File: config.mk
export PLATFORM = sky130hd
export DESIGN_NAME = id_stage
export DESIGN_NICKNAME = d
export VERILOG_FILES = /design/src/hdl/rv_isa_pkg.sv /design/src/hdl/rv_ctrl_pkg.sv /design/src/hdl/inst_decoder.sv /design/src/hdl/gpr_file.sv /design/src/hdl/csr_file.sv /design/src/hdl/branch_unit.sv /design/src/hdl/id_stage.sv
export VERILOG_INCLUDE_DIRS = /design/src /design/src/hdl
export SDC_FILE = /design/constraint.sdc
export NUM_CORES = 2
export LEC_CHECK = 0
export ABC_AREA = 0
export BUFFER_PORTS_ARGS = -buffer_cell sky130_fd_sc_hd__buf_4
export CAP_MARGIN = 5
export CORE_MARGIN = 2
export CORE_UTILIZATION = 52
export CTS_CLUSTER_SIZE = 14
export DETAILED_ROUTE_END_ITERATION = 8
export GPL_ROUTABILITY_DRIVEN = 0
export MAX_ROUTING_LAYER = met4
export PLACE_DENSITY = 0.76
export REMOVE_ABC_BUFFERS = 1
export SLEW_MARGIN = 20
export SYNTH_ARGS = -nofsm -noshare
export SYNTH_HDL_FRONTEND = slang
export SYNTH_HIERARCHICAL = 1
export SYNTH_SLANG_ARGS = --single-unit
File: constraint.sdc
create_clock -name i_clk -period 22.3 [get_ports i_clk]
set_input_delay 4.46 -clock i_clk [delete_from_list [all_inputs] [get_ports i_clk]]
set_output_delay 4.46 -clock i_clk [all_outputs]
set_load 0.01 [all_outputs]
File: src/hdl/rv_defs.svh
// RV64 widths and the three machine CSRs; no other CSR address exists in this design
`ifndef RV_DEFS_SVH
`define RV_DEFS_SVH

// datapath and pc width
`define XLEN 64
`define INST_W 32

// register index widths
`define GPR_AW 5
`define CSR_AW 12

// machine-mode CSR addresses
`define CSR_MTVEC 12'h305
`define CSR_MEPC 12'h341
`define CSR_MCAUSE 12'h342

// environment call from M-mode
`define CAUSE_ECALL_M 11

// ebreak passes its argument in a0
`define EBREAK_ARG_REG 10

`endif

File: src/hdl/rv_isa_pkg.sv
// encodings for the decoded RV64I and Zicsr subset only; fence and compressed forms are absent
`default_nettype none

package rv_isa_pkg;

  // major opcodes, inst[6:0]
  typedef enum logic [6:0] {
    OPC_LUI    = 7'b0110111,
    OPC_AUIPC  = 7'b0010111,
    OPC_JAL    = 7'b1101111,
    OPC_JALR   = 7'b1100111,
    OPC_BRANCH = 7'b1100011,
    OPC_LOAD   = 7'b0000011,
    OPC_STORE  = 7'b0100011,
    OPC_IMM    = 7'b0010011,
    OPC_OP     = 7'b0110011,
    OPC_IMM_W  = 7'b0011011,
    OPC_OP_W   = 7'b0111011,
    OPC_SYSTEM = 7'b1110011
  } opcode_e;

  typedef enum logic [2:0] {
    F3_BEQ  = 3'b000,
    F3_BNE  = 3'b001,
    F3_BLT  = 3'b100,
    F3_BGE  = 3'b101,
    F3_BLTU = 3'b110,
    F3_BGEU = 3'b111
  } br_f3_e;

  // bit 2 is zero-extend for loads
  typedef enum logic [2:0] {
    F3_B  = 3'b000,
    F3_H  = 3'b001,
    F3_W  = 3'b010,
    F3_D  = 3'b011,
    F3_BU = 3'b100,
    F3_HU = 3'b101,
    F3_WU = 3'b110
  } ld_st_f3_e;

  typedef enum logic [2:0] {
    F3_PRIV  = 3'b000, // ecall, ebreak, mret
    F3_CSRRW = 3'b001,
    F3_CSRRS = 3'b010,
    F3_CSRRC = 3'b011
  } csr_f3_e;

  // inst[31:20] under F3_PRIV
  typedef enum logic [11:0] {
    SYS_ECALL  = 12'h000,
    SYS_EBREAK = 12'h001,
    SYS_MRET   = 12'h302
  } sys_imm_e;

endpackage

`default_nettype wire

File: src/hdl/rv_ctrl_pkg.sv
// control encodings from decode to execute and the branch unit; execute must agree on alu_op_e
`default_nettype none

package rv_ctrl_pkg;

  typedef enum logic [4:0] {
    ALU_ADD,
    ALU_SUB,
    ALU_SLL,
    ALU_SLT,
    ALU_SLTU,
    ALU_XOR,
    ALU_SRL,
    ALU_SRA,
    ALU_OR,
    ALU_AND,
    ALU_COPY // pass src2 through, for lui
  } alu_op_e;

  typedef enum logic {SRC1_REG, SRC1_PC} src1_sel_e;

  typedef enum logic [1:0] {SRC2_REG, SRC2_IMM, SRC2_FOUR} src2_sel_e;

  // same coding as the load/store funct3
  typedef enum logic [2:0] {
    MEM_B, MEM_H, MEM_W, MEM_D, MEM_BU, MEM_HU, MEM_WU
  } mem_op_e;

  // low two bits of the csr funct3
  typedef enum logic [1:0] {CSR_NONE, CSR_W, CSR_S, CSR_C} csr_op_e;

  typedef enum logic [3:0] {
    BR_NONE, BR_EQ, BR_NE, BR_LT, BR_GE, BR_LTU, BR_GEU, BR_JAL, BR_JALR
  } br_func_e;

endpackage

`default_nettype wire

File: src/hdl/inst_decoder.sv
// combinational; any encoding outside the subset comes out illegal with every enable and source use low
`default_nettype none
`include "rv_defs.svh"

module inst_decoder import rv_isa_pkg::*, rv_ctrl_pkg::*; (
  input  logic [`INST_W-1:0] i_inst,
  output logic [`GPR_AW-1:0] o_rs1,
  output logic [`GPR_AW-1:0] o_rs2,
  output logic [`GPR_AW-1:0] o_rd,
  output logic               o_rs1_used,
  output logic               o_rs2_used,
  output logic [`XLEN-1:0]   o_imm,
  output logic [`CSR_AW-1:0] o_csr,
  output alu_op_e            o_alu_op,
  output src1_sel_e          o_src1_sel,
  output src2_sel_e          o_src2_sel,
  output logic               o_word_op,
  output br_func_e           o_br_func,
  output logic               o_gpr_wen,
  output logic               o_csr_wen,
  output logic               o_mem_ren,
  output logic               o_mem_wen,
  output mem_op_e            o_mem_op,
  output csr_op_e            o_csr_op,
  output logic               o_csr_to_gpr,
  output logic               o_is_csr,
  output logic               o_ecall,
  output logic               o_ebreak,
  output logic               o_mret,
  output logic               o_illegal
);

  logic [6:0]       opc, f7, sh_hi;
  logic [2:0]       f3;
  logic [`XLEN-1:0] imm_i, imm_s, imm_b, imm_u, imm_j;
  logic             word, bad;

  assign opc  = i_inst[6:0];
  assign f3   = i_inst[14:12];
  assign f7   = i_inst[31:25];
  assign word = (opc == OPC_IMM_W) || (opc == OPC_OP_W);
  // rv64 shamt is 6 bits, so bit 25 is not part of funct7 for OP-IMM
  assign sh_hi = word ? f7 : {f7[6:1], 1'b0};

  assign imm_i = {{(`XLEN-12){i_inst[31]}}, i_inst[31:20]};
  assign imm_s = {{(`XLEN-12){i_inst[31]}}, i_inst[31:25], i_inst[11:7]};
  assign imm_b = {{(`XLEN-13){i_inst[31]}}, i_inst[31], i_inst[7], i_inst[30:25],
                  i_inst[11:8], 1'b0};
  assign imm_u = {{(`XLEN-32){i_inst[31]}}, i_inst[31:12], 12'b0};
  assign imm_j = {{(`XLEN-21){i_inst[31]}}, i_inst[31], i_inst[19:12], i_inst[20],
                  i_inst[30:21], 1'b0};

  function automatic alu_op_e alu_sel(input logic [2:0] fn, input logic alt);
    case (fn)
      3'b000:  return alt ? ALU_SUB : ALU_ADD;
      3'b001:  return ALU_SLL;
      3'b010:  return ALU_SLT;
      3'b011:  return ALU_SLTU;
      3'b100:  return ALU_XOR;
      3'b101:  return alt ? ALU_SRA : ALU_SRL;
      3'b110:  return ALU_OR;
      default: return ALU_AND;
    endcase
  endfunction

  always_comb begin
    o_rs1        = i_inst[19:15];
    o_rs2        = i_inst[24:20];
    o_rd         = i_inst[11:7];
    o_rs1_used   = 1'b0;
    o_rs2_used   = 1'b0;
    o_imm        = '0;
    o_csr        = '0;
    o_alu_op     = ALU_ADD;
    o_src1_sel   = SRC1_REG;
    o_src2_sel   = SRC2_REG;
    o_word_op    = word;
    o_br_func    = BR_NONE;
    o_gpr_wen    = 1'b0;
    o_csr_wen    = 1'b0;
    o_mem_ren    = 1'b0;
    o_mem_wen    = 1'b0;
    o_mem_op     = mem_op_e'(f3);
    o_csr_op     = CSR_NONE;
    o_csr_to_gpr = 1'b0;
    o_is_csr     = 1'b0;
    o_ecall      = 1'b0;
    o_ebreak     = 1'b0;
    o_mret       = 1'b0;
    bad          = 1'b0;
    case (opc)
      OPC_LUI, OPC_AUIPC: begin
        o_imm      = imm_u;
        o_src1_sel = (opc == OPC_AUIPC) ? SRC1_PC : SRC1_REG;
        o_src2_sel = SRC2_IMM;
        o_alu_op   = (opc == OPC_AUIPC) ? ALU_ADD : ALU_COPY;
        o_gpr_wen  = 1'b1;
      end
      OPC_JAL, OPC_JALR: begin // link value is pc + 4
        o_imm      = (opc == OPC_JAL) ? imm_j : imm_i;
        o_rs1_used = (opc == OPC_JALR);
        o_src1_sel = SRC1_PC;
        o_src2_sel = SRC2_FOUR;
        o_gpr_wen  = 1'b1;
        o_br_func  = (opc == OPC_JAL) ? BR_JAL : BR_JALR;
        bad        = (opc == OPC_JALR) && (f3 != 3'b000);
      end
      OPC_BRANCH: begin
        o_imm      = imm_b;
        o_rs1_used = 1'b1;
        o_rs2_used = 1'b1;
        case (f3)
          F3_BEQ:  o_br_func = BR_EQ;
          F3_BNE:  o_br_func = BR_NE;
          F3_BLT:  o_br_func = BR_LT;
          F3_BGE:  o_br_func = BR_GE;
          F3_BLTU: o_br_func = BR_LTU;
          F3_BGEU: o_br_func = BR_GEU;
          default: bad = 1'b1;
        endcase
      end
      OPC_LOAD, OPC_STORE: begin
        o_rs1_used = 1'b1;
        o_src2_sel = SRC2_IMM;
        if (opc == OPC_LOAD) begin
          o_imm     = imm_i;
          o_mem_ren = 1'b1;
          o_gpr_wen = 1'b1;
          bad       = f3 > F3_WU;
        end else begin
          o_imm      = imm_s;
          o_rs2_used = 1'b1;
          o_mem_wen  = 1'b1;
          bad        = f3 > F3_D; // no unsigned stores
        end
      end
      OPC_IMM, OPC_IMM_W: begin
        o_imm      = imm_i;
        o_rs1_used = 1'b1;
        o_src2_sel = SRC2_IMM;
        o_gpr_wen  = 1'b1;
        o_alu_op   = alu_sel(f3, (f3 == 3'b101) && f7[5]);
        if (f3 == 3'b001)
          bad = sh_hi != 7'b0;
        else if (f3 == 3'b101)
          bad = (sh_hi != 7'b0) && (sh_hi != 7'b0100000);
        else
          bad = word && (f3 != 3'b000);
      end
      OPC_OP, OPC_OP_W: begin
        o_rs1_used = 1'b1;
        o_rs2_used = 1'b1;
        o_gpr_wen  = 1'b1;
        o_alu_op   = alu_sel(f3, f7[5]);
        bad = !((f7 == 7'b0) || ((f7 == 7'b0100000) && (f3 == 3'b000 || f3 == 3'b101)));
        if (word && !(f3 == 3'b000 || f3 == 3'b001 || f3 == 3'b101))
          bad = 1'b1;
      end
      OPC_SYSTEM: begin
        case (f3)
          F3_PRIV: begin
            if (o_rd != '0 || o_rs1 != '0) begin
              bad = 1'b1;
            end else begin
              case (i_inst[31:20])
                SYS_ECALL:  o_ecall = 1'b1;
                SYS_MRET:   o_mret = 1'b1;
                SYS_EBREAK: begin
                  o_ebreak   = 1'b1;
                  o_rs1      = `GPR_AW'(`EBREAK_ARG_REG);
                  o_rs1_used = 1'b1;
                end
                default:    bad = 1'b1;
              endcase
            end
          end
          F3_CSRRW, F3_CSRRS, F3_CSRRC: begin
            o_is_csr     = 1'b1;
            o_csr        = i_inst[31:20];
            o_rs1_used   = 1'b1;
            o_csr_op     = csr_op_e'(f3[1:0]);
            // set/clear with x0 only reads
            o_csr_wen    = (f3 == F3_CSRRW) || (o_rs1 != '0);
            o_csr_to_gpr = 1'b1;
            o_gpr_wen    = 1'b1;
          end
          default: bad = 1'b1;
        endcase
      end
      default: bad = 1'b1;
    endcase

    if (bad) begin
      o_rs1_used   = 1'b0;
      o_rs2_used   = 1'b0;
      o_br_func    = BR_NONE;
      o_gpr_wen    = 1'b0;
      o_csr_wen    = 1'b0;
      o_mem_ren    = 1'b0;
      o_mem_wen    = 1'b0;
      o_csr_to_gpr = 1'b0;
      o_is_csr     = 1'b0;
      o_ecall      = 1'b0;
      o_ebreak     = 1'b0;
      o_mret       = 1'b0;
    end
    if (o_rd == '0)
      o_gpr_wen = 1'b0;
    o_illegal = bad;
  end

endmodule

`default_nettype wire

File: src/hdl/gpr_file.sv
// no reset so contents are undefined until written; a read in the write cycle sees the old value
`default_nettype none
`include "rv_defs.svh"

module gpr_file (
  input  logic               i_clk,
  // read ports
  input  logic [`GPR_AW-1:0] i_raddr1,
  input  logic [`GPR_AW-1:0] i_raddr2,
  output logic [`XLEN-1:0]   o_rdata1,
  output logic [`XLEN-1:0]   o_rdata2,
  // write port
  input  logic               i_wen,
  input  logic [`GPR_AW-1:0] i_waddr,
  input  logic [`XLEN-1:0]   i_wdata
);

  // x0 has no storage
  logic [`XLEN-1:0] regs [1:(1 << `GPR_AW)-1];

  always_ff @(posedge i_clk) begin
    if (i_wen && i_waddr != '0)
      regs[i_waddr] <= i_wdata;
  end

  assign o_rdata1 = (i_raddr1 == '0) ? '0 : regs[i_raddr1];
  assign o_rdata2 = (i_raddr2 == '0) ? '0 : regs[i_raddr2];

endmodule

`default_nettype wire

File: src/hdl/csr_file.sv
// machine mode with mtvec, mepc and mcause only; other addresses read zero and drop writes
`default_nettype none
`include "rv_defs.svh"

module csr_file (
  input  logic               i_clk,
  input  logic               i_rst_n,
  // read port
  input  logic [`CSR_AW-1:0] i_raddr,
  output logic [`XLEN-1:0]   o_rdata,
  // write port from writeback
  input  logic               i_wen,
  input  logic [`CSR_AW-1:0] i_waddr,
  input  logic [`XLEN-1:0]   i_wdata,
  // ecall trap
  input  logic               i_trap,
  input  logic [`XLEN-1:0]   i_trap_pc,
  output logic [`XLEN-1:0]   o_mtvec,
  output logic [`XLEN-1:0]   o_mepc
);

  logic [`XLEN-1:0] mtvec, mepc, mcause;

  always_ff @(posedge i_clk or negedge i_rst_n) begin
    if (!i_rst_n) begin
      mtvec  <= '0;
      mepc   <= '0;
      mcause <= '0;
    end else begin
      if (i_wen) begin
        case (i_waddr)
          `CSR_MTVEC:  mtvec <= i_wdata;
          `CSR_MEPC:   mepc <= i_wdata;
          `CSR_MCAUSE: mcause <= i_wdata;
          default:     ;
        endcase
      end
      // trap wins over a same-cycle write
      if (i_trap) begin
        mepc   <= i_trap_pc;
        mcause <= `XLEN'(`CAUSE_ECALL_M);
      end
    end
  end

  always_comb begin
    case (i_raddr)
      `CSR_MTVEC:  o_rdata = mtvec;
      `CSR_MEPC:   o_rdata = mepc;
      `CSR_MCAUSE: o_rdata = mcause;
      default:     o_rdata = '0;
    endcase
  end

  assign o_mtvec = mtvec;
  assign o_mepc  = mepc;

endmodule

`default_nettype wire

File: src/hdl/branch_unit.sv
// ecall and mret override the branch function; targets are not checked for alignment
`default_nettype none
`include "rv_defs.svh"

module branch_unit import rv_ctrl_pkg::*; (
  input  br_func_e         i_br_func,
  input  logic [`XLEN-1:0] i_rs1_data,
  input  logic [`XLEN-1:0] i_rs2_data,
  input  logic [`XLEN-1:0] i_pc,
  input  logic [`XLEN-1:0] i_imm,
  input  logic             i_ecall,
  input  logic             i_mret,
  input  logic [`XLEN-1:0] i_mtvec,
  input  logic [`XLEN-1:0] i_mepc,
  output logic             o_taken,
  output logic [`XLEN-1:0] o_target
);

  logic             eq, lt, ltu;
  logic [`XLEN-1:0] jalr_sum;

  assign eq       = i_rs1_data == i_rs2_data;
  assign lt       = $signed(i_rs1_data) < $signed(i_rs2_data);
  assign ltu      = i_rs1_data < i_rs2_data;
  assign jalr_sum = i_rs1_data + i_imm;

  always_comb begin
    o_taken  = 1'b0;
    o_target = i_pc + i_imm; // branches and jal
    if (i_ecall) begin
      o_taken  = 1'b1;
      o_target = i_mtvec;
    end else if (i_mret) begin
      o_taken  = 1'b1;
      o_target = i_mepc;
    end else begin
      case (i_br_func)
        BR_EQ:   o_taken = eq;
        BR_NE:   o_taken = !eq;
        BR_LT:   o_taken = lt;
        BR_GE:   o_taken = !lt;
        BR_LTU:  o_taken = ltu;
        BR_GEU:  o_taken = !ltu;
        BR_JAL:  o_taken = 1'b1;
        BR_JALR: begin
          o_taken  = 1'b1;
          o_target = {jalr_sum[`XLEN-1:1], 1'b0};
        end
        default: ;
      endcase
    end
  end

endmodule

`default_nettype wire

File: src/hdl/id_stage.sv
// no forwarding so any es/ms/ws destination match stalls; the trap pc is the decode pc
`default_nettype none
`include "rv_defs.svh"

module id_stage import rv_ctrl_pkg::*; (
  input  logic               i_clk,
  input  logic               i_rst_n,
  // fetch side
  input  logic               i_fs_valid,
  input  logic [`INST_W-1:0] i_fs_inst,
  input  logic [`XLEN-1:0]   i_fs_pc,
  output logic               o_ds_allowin,
  // execute side
  input  logic               i_es_allowin,
  output logic               o_ds_to_es_valid,
  output logic [`XLEN-1:0]   o_es_rs1_data,
  output logic [`XLEN-1:0]   o_es_rs2_data,
  output logic [`XLEN-1:0]   o_es_csr_data,
  output logic [`XLEN-1:0]   o_es_imm,
  output logic [`XLEN-1:0]   o_es_pc,
  output alu_op_e            o_es_alu_op,
  output src1_sel_e          o_es_src1_sel,
  output src2_sel_e          o_es_src2_sel,
  output logic               o_es_word_op,
  output logic [`GPR_AW-1:0] o_es_rd,
  output logic [`CSR_AW-1:0] o_es_csr_addr,
  output logic               o_es_gpr_wen,
  output logic               o_es_csr_wen,
  output logic               o_es_mem_ren,
  output logic               o_es_mem_wen,
  output mem_op_e            o_es_mem_op,
  output csr_op_e            o_es_csr_op,
  output logic               o_es_csr_to_gpr,
  output logic               o_es_ebreak,
  output logic               o_es_illegal,
  // redirect to fetch
  output logic               o_br_taken,
  output logic [`XLEN-1:0]   o_br_target,
  // destinations in flight, 0 is none
  input  logic [`GPR_AW-1:0] i_es_rd,
  input  logic [`GPR_AW-1:0] i_ms_rd,
  input  logic [`GPR_AW-1:0] i_ws_rd,
  input  logic [`CSR_AW-1:0] i_es_csr,
  input  logic [`CSR_AW-1:0] i_ms_csr,
  input  logic [`CSR_AW-1:0] i_ws_csr,
  // writeback ports
  input  logic               i_wb_gpr_wen,
  input  logic [`GPR_AW-1:0] i_wb_gpr_addr,
  input  logic [`XLEN-1:0]   i_wb_gpr_data,
  input  logic               i_wb_csr_wen,
  input  logic [`CSR_AW-1:0] i_wb_csr_addr,
  input  logic [`XLEN-1:0]   i_wb_csr_data
);

  logic               ds_valid, stall, br_hit, trap;
  logic [`INST_W-1:0] ds_inst;
  logic [`GPR_AW-1:0] rs1, rs2;
  logic               rs1_used, rs2_used, is_csr, ecall, mret;
  br_func_e           br_func;
  logic [`XLEN-1:0]   mtvec, mepc;
  logic [`GPR_AW-1:0] hz_gpr [3];
  logic [`CSR_AW-1:0] hz_csr [3];

  assign o_ds_allowin     = !ds_valid || (!stall && i_es_allowin);
  assign o_ds_to_es_valid = ds_valid && !stall;
  assign o_br_taken       = o_ds_to_es_valid && br_hit;
  assign trap             = o_ds_to_es_valid && i_es_allowin && ecall; // ecall handoff

  always_ff @(posedge i_clk or negedge i_rst_n) begin
    if (!i_rst_n)
      ds_valid <= 1'b0;
    else if (o_ds_allowin)
      ds_valid <= i_fs_valid;
  end

  always_ff @(posedge i_clk) begin
    if (i_fs_valid && o_ds_allowin) begin
      ds_inst <= i_fs_inst;
      o_es_pc <= i_fs_pc;
    end
  end

  assign hz_gpr = '{i_es_rd, i_ms_rd, i_ws_rd};
  assign hz_csr = '{i_es_csr, i_ms_csr, i_ws_csr};

  always_comb begin
    stall = 1'b0;
    for (int i = 0; i < 3; i++) begin
      if (hz_gpr[i] != '0 &&
          ((rs1_used && hz_gpr[i] == rs1) || (rs2_used && hz_gpr[i] == rs2)))
        stall = 1'b1;
      if (is_csr && hz_csr[i] != '0 && hz_csr[i] == o_es_csr_addr)
        stall = 1'b1;
    end
  end

  inst_decoder u_dec (
    .i_inst       (ds_inst),
    .o_rs1        (rs1),
    .o_rs2        (rs2),
    .o_rd         (o_es_rd),
    .o_rs1_used   (rs1_used),
    .o_rs2_used   (rs2_used),
    .o_imm        (o_es_imm),
    .o_csr        (o_es_csr_addr),
    .o_alu_op     (o_es_alu_op),
    .o_src1_sel   (o_es_src1_sel),
    .o_src2_sel   (o_es_src2_sel),
    .o_word_op    (o_es_word_op),
    .o_br_func    (br_func),
    .o_gpr_wen    (o_es_gpr_wen),
    .o_csr_wen    (o_es_csr_wen),
    .o_mem_ren    (o_es_mem_ren),
    .o_mem_wen    (o_es_mem_wen),
    .o_mem_op     (o_es_mem_op),
    .o_csr_op     (o_es_csr_op),
    .o_csr_to_gpr (o_es_csr_to_gpr),
    .o_is_csr     (is_csr),
    .o_ecall      (ecall),
    .o_ebreak     (o_es_ebreak),
    .o_mret       (mret),
    .o_illegal    (o_es_illegal)
  );

  gpr_file u_gpr (
    .i_clk    (i_clk),
    .i_raddr1 (rs1),
    .i_raddr2 (rs2),
    .o_rdata1 (o_es_rs1_data),
    .o_rdata2 (o_es_rs2_data),
    .i_wen    (i_wb_gpr_wen),
    .i_waddr  (i_wb_gpr_addr),
    .i_wdata  (i_wb_gpr_data)
  );

  csr_file u_csr (
    .i_clk     (i_clk),
    .i_rst_n   (i_rst_n),
    .i_raddr   (o_es_csr_addr),
    .o_rdata   (o_es_csr_data),
    .i_wen     (i_wb_csr_wen),
    .i_waddr   (i_wb_csr_addr),
    .i_wdata   (i_wb_csr_data),
    .i_trap    (trap),
    .i_trap_pc (o_es_pc),
    .o_mtvec   (mtvec),
    .o_mepc    (mepc)
  );

  branch_unit u_bru (
    .i_br_func  (br_func),
    .i_rs1_data (o_es_rs1_data),
    .i_rs2_data (o_es_rs2_data),
    .i_pc       (o_es_pc),
    .i_imm      (o_es_imm),
    .i_ecall    (ecall),
    .i_mret     (mret),
    .i_mtvec    (mtvec),
    .i_mepc     (mepc),
    .o_taken    (br_hit),
    .o_target   (o_br_target)
  );

endmodule

`default_nettype wire

* Yosys cells after proc, flatten, opt, wreduce, memory -nomap -nowiden
Memory sizes are Yosys's and may differ from the RTL's. A register that Yosys moved wholly into a read port is not among the register bits. Cells that the tools add are included. W data, S select, Z words.
Storage, ports and cells: bits in registers 289, input bits 298, RAM bits 1984, output and inout port bits 425, memories kept 1, word-level logic and storage cells 237
Memories:
- u_gpr.regs | depth 31, bits a word 64, read ports 2, clocked after Yosys merged registers in 1, write ports 1, line gpr_file.sv:19 | logic [`XLEN-1:0] regs [1:(1 << `GPR_AW)-1];
Operators by class: equality and inequality tests 47, reduce and logical (&&, ||, !) cells 82, add/subtract/negate cells 2, order comparisons 4, mux-type cells 95
Operators with widths (count):
- $mux W64 | 11
- $pmux W64 S5 | 1
- $pmux W64 S3 | 1
- $add A64 B64 Y64 | 2
- $lt A64 B64 Y1 | 2
- $eq A12 B10 Y1 const B | 7
- $pmux W5 S7 | 2
- $eq A64 B64 Y1 | 1
- $mux W1 | 54
- $eq A12 B12 Y1 | 3
- $reduce_bool A12 Y1 | 3
- $eq A7 B6 Y1 const B | 5
- $eq A5 B5 Y1 | 6
- $mux W5 | 6
- $reduce_bool A5 Y1 | 6
- $eq A7 B7 Y1 const B | 4
- $logic_and A1 B1 Y1 | 28
- $mux W12 | 2
- $eq A7 B5 Y1 const B | 3
- $mux W20 | 1
- $pmux W3 S6 | 1
- $eq A4 B3 Y1 const B | 4
- $logic_not A5 Y1 | 3
- $pmux W5 S3 | 1
- other kinds (32) | 73

* Depth between registers and ports, before layout
depth after elaboration 24, depth in mapped cells 29, depth with buffers taken out 25

* Cells and area by module
Netlist, hierarchy kept.
Modules (own cells, without submodules):
- gpr_file | cells an instance 5541, instances 1, area an instance 92851.6 µm², sequential area each 59577.1 µm²
- branch_unit | cells an instance 1621, instances 1, area an instance 10742.8 µm², sequential area each 0.0 µm²
- csr_file | cells an instance 734, instances 1, area an instance 9142.5 µm², sequential area each 4804.6 µm²
- id_stage | cells an instance 228, instances 1, area an instance 3882.5 µm², sequential area each 2907.8 µm²
- inst_decoder | cells an instance 258, instances 1, area an instance 1609.0 µm², sequential area each 0.0 µm²

* Worst setup path after synthesis
OpenSTA, ideal clock, no wires.
kind input port to flip-flop, start input i_ws_rd[1], end register ds_inst[0], enable pin, setup time 605 ps, buffers on the path 0, data arrival time 10627 ps, stages on the path 4, path slack 11069 ps, data required time 21695 ps, path through or4_1 > o21ai_2 > nand3_2 > o41ai_2
Between the ends: longest elaborated chain between the ends 10, elaborated cells between the ends (all ways) 13, those cells by class eq/ne (2); mux (2); reduce/logical (9)
Ends and longest elaborated chain:
- start, declared | line id_stage.sv:42 | input logic [`GPR_AW-1:0] i_ws_rd,
- $eq A5 B5 Y1 | line id_stage.sv:90 | ((rs1_used && hz_gpr[i] == rs1) || (rs2_used && hz_gpr[i] == rs2)))
- $logic_and A1 B1 Y1 | line id_stage.sv:90
- $logic_or A1 B1 Y1 | line id_stage.sv:90
- $logic_and A1 B1 Y1 * | line id_stage.sv:89 | if (hz_gpr[i] != '0 &&
- $mux W1 * | line id_stage.sv:89
- $mux W1 * | line id_stage.sv:92 | if (is_csr && hz_csr[i] != '0 && hz_csr[i] == o_es_csr_addr)
- $logic_not A1 Y1 * | line id_stage.sv:64 | assign o_ds_allowin = !ds_valid || (!stall && i_es_allowin);
- $logic_and A1 B1 Y1 * | line id_stage.sv:64
- $logic_or A1 B1 Y1 * | line id_stage.sv:64
- $logic_and A1 B1 Y1 * | line id_stage.sv:77 | if (i_fs_valid && o_ds_allowin) begin
- end signal, assigned | line id_stage.sv:78 | ds_inst <= i_fs_inst;
- end, declared | line id_stage.sv:56 | logic [`INST_W-1:0] ds_inst;
Mark *: on every way between the ends. The rest lies on a longest branch, timed or not. A chain may end at the register's enable or synchronous reset.

* Final worst setup path
start register ds_inst[6], end output o_br_taken
Between the ends: elaborated cells between the ends (all ways) 102, those cells by class order compare (2); eq/ne (28); mux (32); reduce/logical (39); memory (1)
RTL lines:
- $eq A7 B7 Y1 * | line inst_decoder.sv:91 | case (opc)
- $mux W5 * | line inst_decoder.sv:91
- net rs1[1] | line id_stage.sv:57 | logic [`GPR_AW-1:0] rs1, rs2;
- $mem_v2 Z31 W64 / $logic_not A5 Y1 (equally long branches)
- $mux W64 * | line gpr_file.sv:26 | assign o_rdata1 = (i_raddr1 == '0) ? '0 : regs[i_raddr1];
- $lt A64 B64 Y1, or another cell as far along | line branch_unit.sv:24 | assign ltu = i_rs1_data < i_rs2_data;
- $logic_not A1 Y1, on equally long branches | line branch_unit.sv:43, branch_unit.sv:39, branch_unit.sv:41
- $pmux W1 S7 * | line branch_unit.sv:37 | case (i_br_func)
- $mux W1 * | line branch_unit.sv:33 | end else if (i_mret) begin
- $mux W1 * | line branch_unit.sv:30 | if (i_ecall) begin
- net br_hit | line id_stage.sv:55 | logic ds_valid, stall, br_hit, trap;
- $logic_and A1 B1 Y1 * | line id_stage.sv:66 | assign o_br_taken = o_ds_to_es_valid && br_hit;
- end, declared | line id_stage.sv:37 | output logic o_br_taken,
The timed path passes the listed nets; every way through them passes the cells marked *.

==> results.txt <==
Critical R2R Capture: u_csr/o_mepc[34]
Die H: 481 microns
share of cells above drive strength 1: 21.1%
Netlist cell types: 109
failing checks: design-rule violations
H-Tree Depth: 4
Initial Util: 52.2%
Max VDD drop: 97.6 uV
Netlist Area Pre-Place: 118000 sq um
Rows: 175
xor/xnor share of the synthesized area: 1.33%
sequential share of the synthesized area: 56.9%
Critical Path, Cell by Cell: and4b_1, nand3_1, nor4_1, nand3_1, nand2b_4, buf_4, nor2b_4, buf_4, buf_4, a22oi_1, a21o_1, a32o_1, ha_1, nand4_1, nor4_2, nand3_1, nor4_1, nor3_1, a21o_1, a211oi_1, o21ai_0, inv_1, nor3_1, buf_4
vias per inst: 7.33
Tot Pwr: 10.3 mW
Slew headroom: 9.49%
Synth Area in Simple Gates: 4.92%
FFs w/ async S/R, synth: 8.49%
status: finished with violations
Ports: 723
worst setup path startpoint: ds_inst[6]
commonest cells after routing, fill and taps aside: 2080 x edfxtp_1, 1159 x mux2i_1, 912 x buf_4
Least-Margin Pin Slew: 1350 ps
Remaining DRCs: 4
global route overflow: 0
Max Slew Vio Count: 0
Critical-path top delay cell: nor4_1
cell area power density: 77.2 nW/um^2
PortBufs: 721
worst flop-to-flop path startpoint: ds_inst[6]
first-pass GRT wire length: 639 mm
setup repair bufs after CTS: 0
Bufs and invs on worst path: 5
antenna violations before repair: 65
ys flop type: edfxtp_1
number of synthesized flops with an enable pin: 2080
Synth Area in Compound Gates: 12.2%
post-route clock skew: 44.9 ps
Multi-input gate area: 47500 sq um
CTS Sinks: 2273
Req. time, crit path: 17840 ps
RSZ-0062 raised after global routing: false
max cap viols: 0
DP Wirelength: 300 mm
CP arrival: 11310 ps
post-cts resize count: 0
Top Family by Delay on Critical Path: simple AND/OR/NAND/NOR gates
max incr delay on CP: 1040 ps
Tmin final: 15770 ps
Clock Latency Late Sink: 930 ps
Pleak: 50.2 nW
Final Hold Fails: 0
CTS tree: built
worst setup path class: register to primary output
Worst-path clk slew: 60 ps
FF-to-FF path depth: 15
Hold Path Class: register to register
Worst Hold Slack: 502 ps
CORE AREA: 227000 sq um
Avg WL per Cell: 38.4 microns
Fillers: 17.0k
part of the cycle the worst path needs: 70.7%
Die ar.: 231000 sq um
final setup vio count: 0
final WL: 466 mm
Synth Area per Inst: 14.1 sq um
cell area after layout: 134000 sq um
Routed Antenna Nets: 0
register area: 67300 sq um
number of synthesized register bits: 2273
largest family of logic cells by synthesized area: multiplexers
total number of yosys warnings: 6
Clock Tree Root: clkbuf_16
startpoint types: register
Longest Clk Path Bufs: 3
mux share of post-synthesis cell area: 19.3%
Setup crit end: o_br_taken
crit end category: primary output
Worst R2R Setup Slack: 16220 ps
CP dominant cell by count: buf_4
Vias: 89.0k
Peak Freq: 63.4 MHz
dpl cell area: 126000 sq um
Final Net Count: 9356
Post-Synthesis Cells: 8382
pin count of the biggest net entering global routing: 128
drt first pass iters: 9
worst-path fanout max: 69
CTS buffer count: 227
adder-cell share of the synthesized area: 2.03%
hold_buf cts: 0
DP Cell Count: 11.6k
Chip Width: 481 microns
gr usage total: 40.3%
vias in the first global route: 85.0k
Crit path depth: 24
most common cell after layout, fill and taps aside: edfxtp_1
DR iter-0 viols: 14.9k
non-filler cells, final: 12.1k
area delta synth->final: 13.2%
-- cell usage after synthesis, drive strengths merged (28+ instances only) --
cell	number	share of area, %
and3	95	0.51
nor3	71	0.30
a211oi	156	1.0
a211o	37	0.27
nand3	57	0.25
xor2	57	0.42
nor2b	58	0.31
edfxtp	2080	53
xnor2	123	0.91
o21ai	286	1.2
a221o	66	0.56
a22o	176	1.3
ha	189	2.0
dfrtp	193	4.1
inv	123	0.39
and2	28	0.15
a221oi	39	0.29
clkbuf	312	0.99
a21oi	370	1.6
a32o	63	0.53
mux2	92	1.1
nor2	251	0.81
nand2	482	1.5
buf	355	1.9
mux2i	1159	9.8
a21o	154	0.98
o221ai	41	0.30
a31oi	81	0.45
a22oi	375	2.4
mux4	440	8.4
o21bai	28	0.18
nand4	59	0.32
-- final cells by class --
cell class / count / share of cell area (%)
Sequential cell: 2273 / 50.3
Multi-Input combinational cell: 5319 / 35.5
Timing Repair Buffer: 923 / 5.28
Clock buffer: 273 / 4.44
Tap cell: 3009 / 2.81
Clock inverter: 151 / 1.19
Inverter: 123 / 0.345
Antenna cell: 71 / 0.133
-- metal layers --
| metal | wire, microns | part of all wire [%] | track usage [%] | vias to the layer above |
|---|---|---|---|---|
| met5 | 0 | 0 | - | - |
| met4 | 46900 | 10 | 32.3 | 0 |
| met3 | 68400 | 15 | 13.1 | 2013 |
| met2 | 202000 | 43 | 58.1 | 8324 |
| met1 | 149000 | 32 | 46.3 | 43900 |
| li1 | - | - | - | 34700 |
-- kinds of logic (layout without fill, tap and decap cells) --
| family | after synthesis | in the layout |
|---|---|---|
| buf+inv | 790 | 1470 |
| other cells | 1 | 72 |
| xor+xnor | 180 | 180 |
| simple gates | 1222 | 1222 |
| compound gates | 2034 | 2034 |
| mux | 1691 | 1691 |
| fa+ha+maj | 191 | 191 |
| flops | 2273 | 2273 |
-- how the worst min path moves through the flow --
| stage | end | cells after the start | start |
|---|---|---|---|
| after floorplan | u_csr/mcause[10] | 1 | u_csr/mcause[10] |
| after global placement | u_csr/mcause[39] | 1 | u_csr/mcause[39] |
| after detailed placement | u_csr/mcause[45] | 1 | u_csr/mcause[45] |
| after CTS | u_csr/mcause[24] | 1 | u_csr/mcause[24] |
| after global routing | u_csr/mcause[6] | 1 | u_csr/mcause[6] |
| final | u_csr/mcause[24] | 1 | u_csr/mcause[24] |
-- state kept, by name (all words and copies together), names as in the netlist --
register       count
u_csr/o_mtvec     64
u_csr/mcause      64
u_gpr/regs      1984
u_csr/o_mepc      64
ds_valid           1
o_es_pc           64
ds_inst           32
-- report_power, final --
part	switching (mW)	internal, mW	leakage, nW
registers	0.0534	4.72	21.5
logic	1.09	0.568	25.1
clock network	1.72	2.19	3.67
-- metrics by stage --
stage	setup TNS [ps]	util, %	worst slack (ps)
floorplan	-9930200	-	-30260
global placement	0	55.6	7130
detailed placement	0	55.6	8140
CTS	0	59.0	7130
global route	0	59.0	6670
finish	0	59.1	6530
Note: power is estimated with default switching activity, not from simulation.
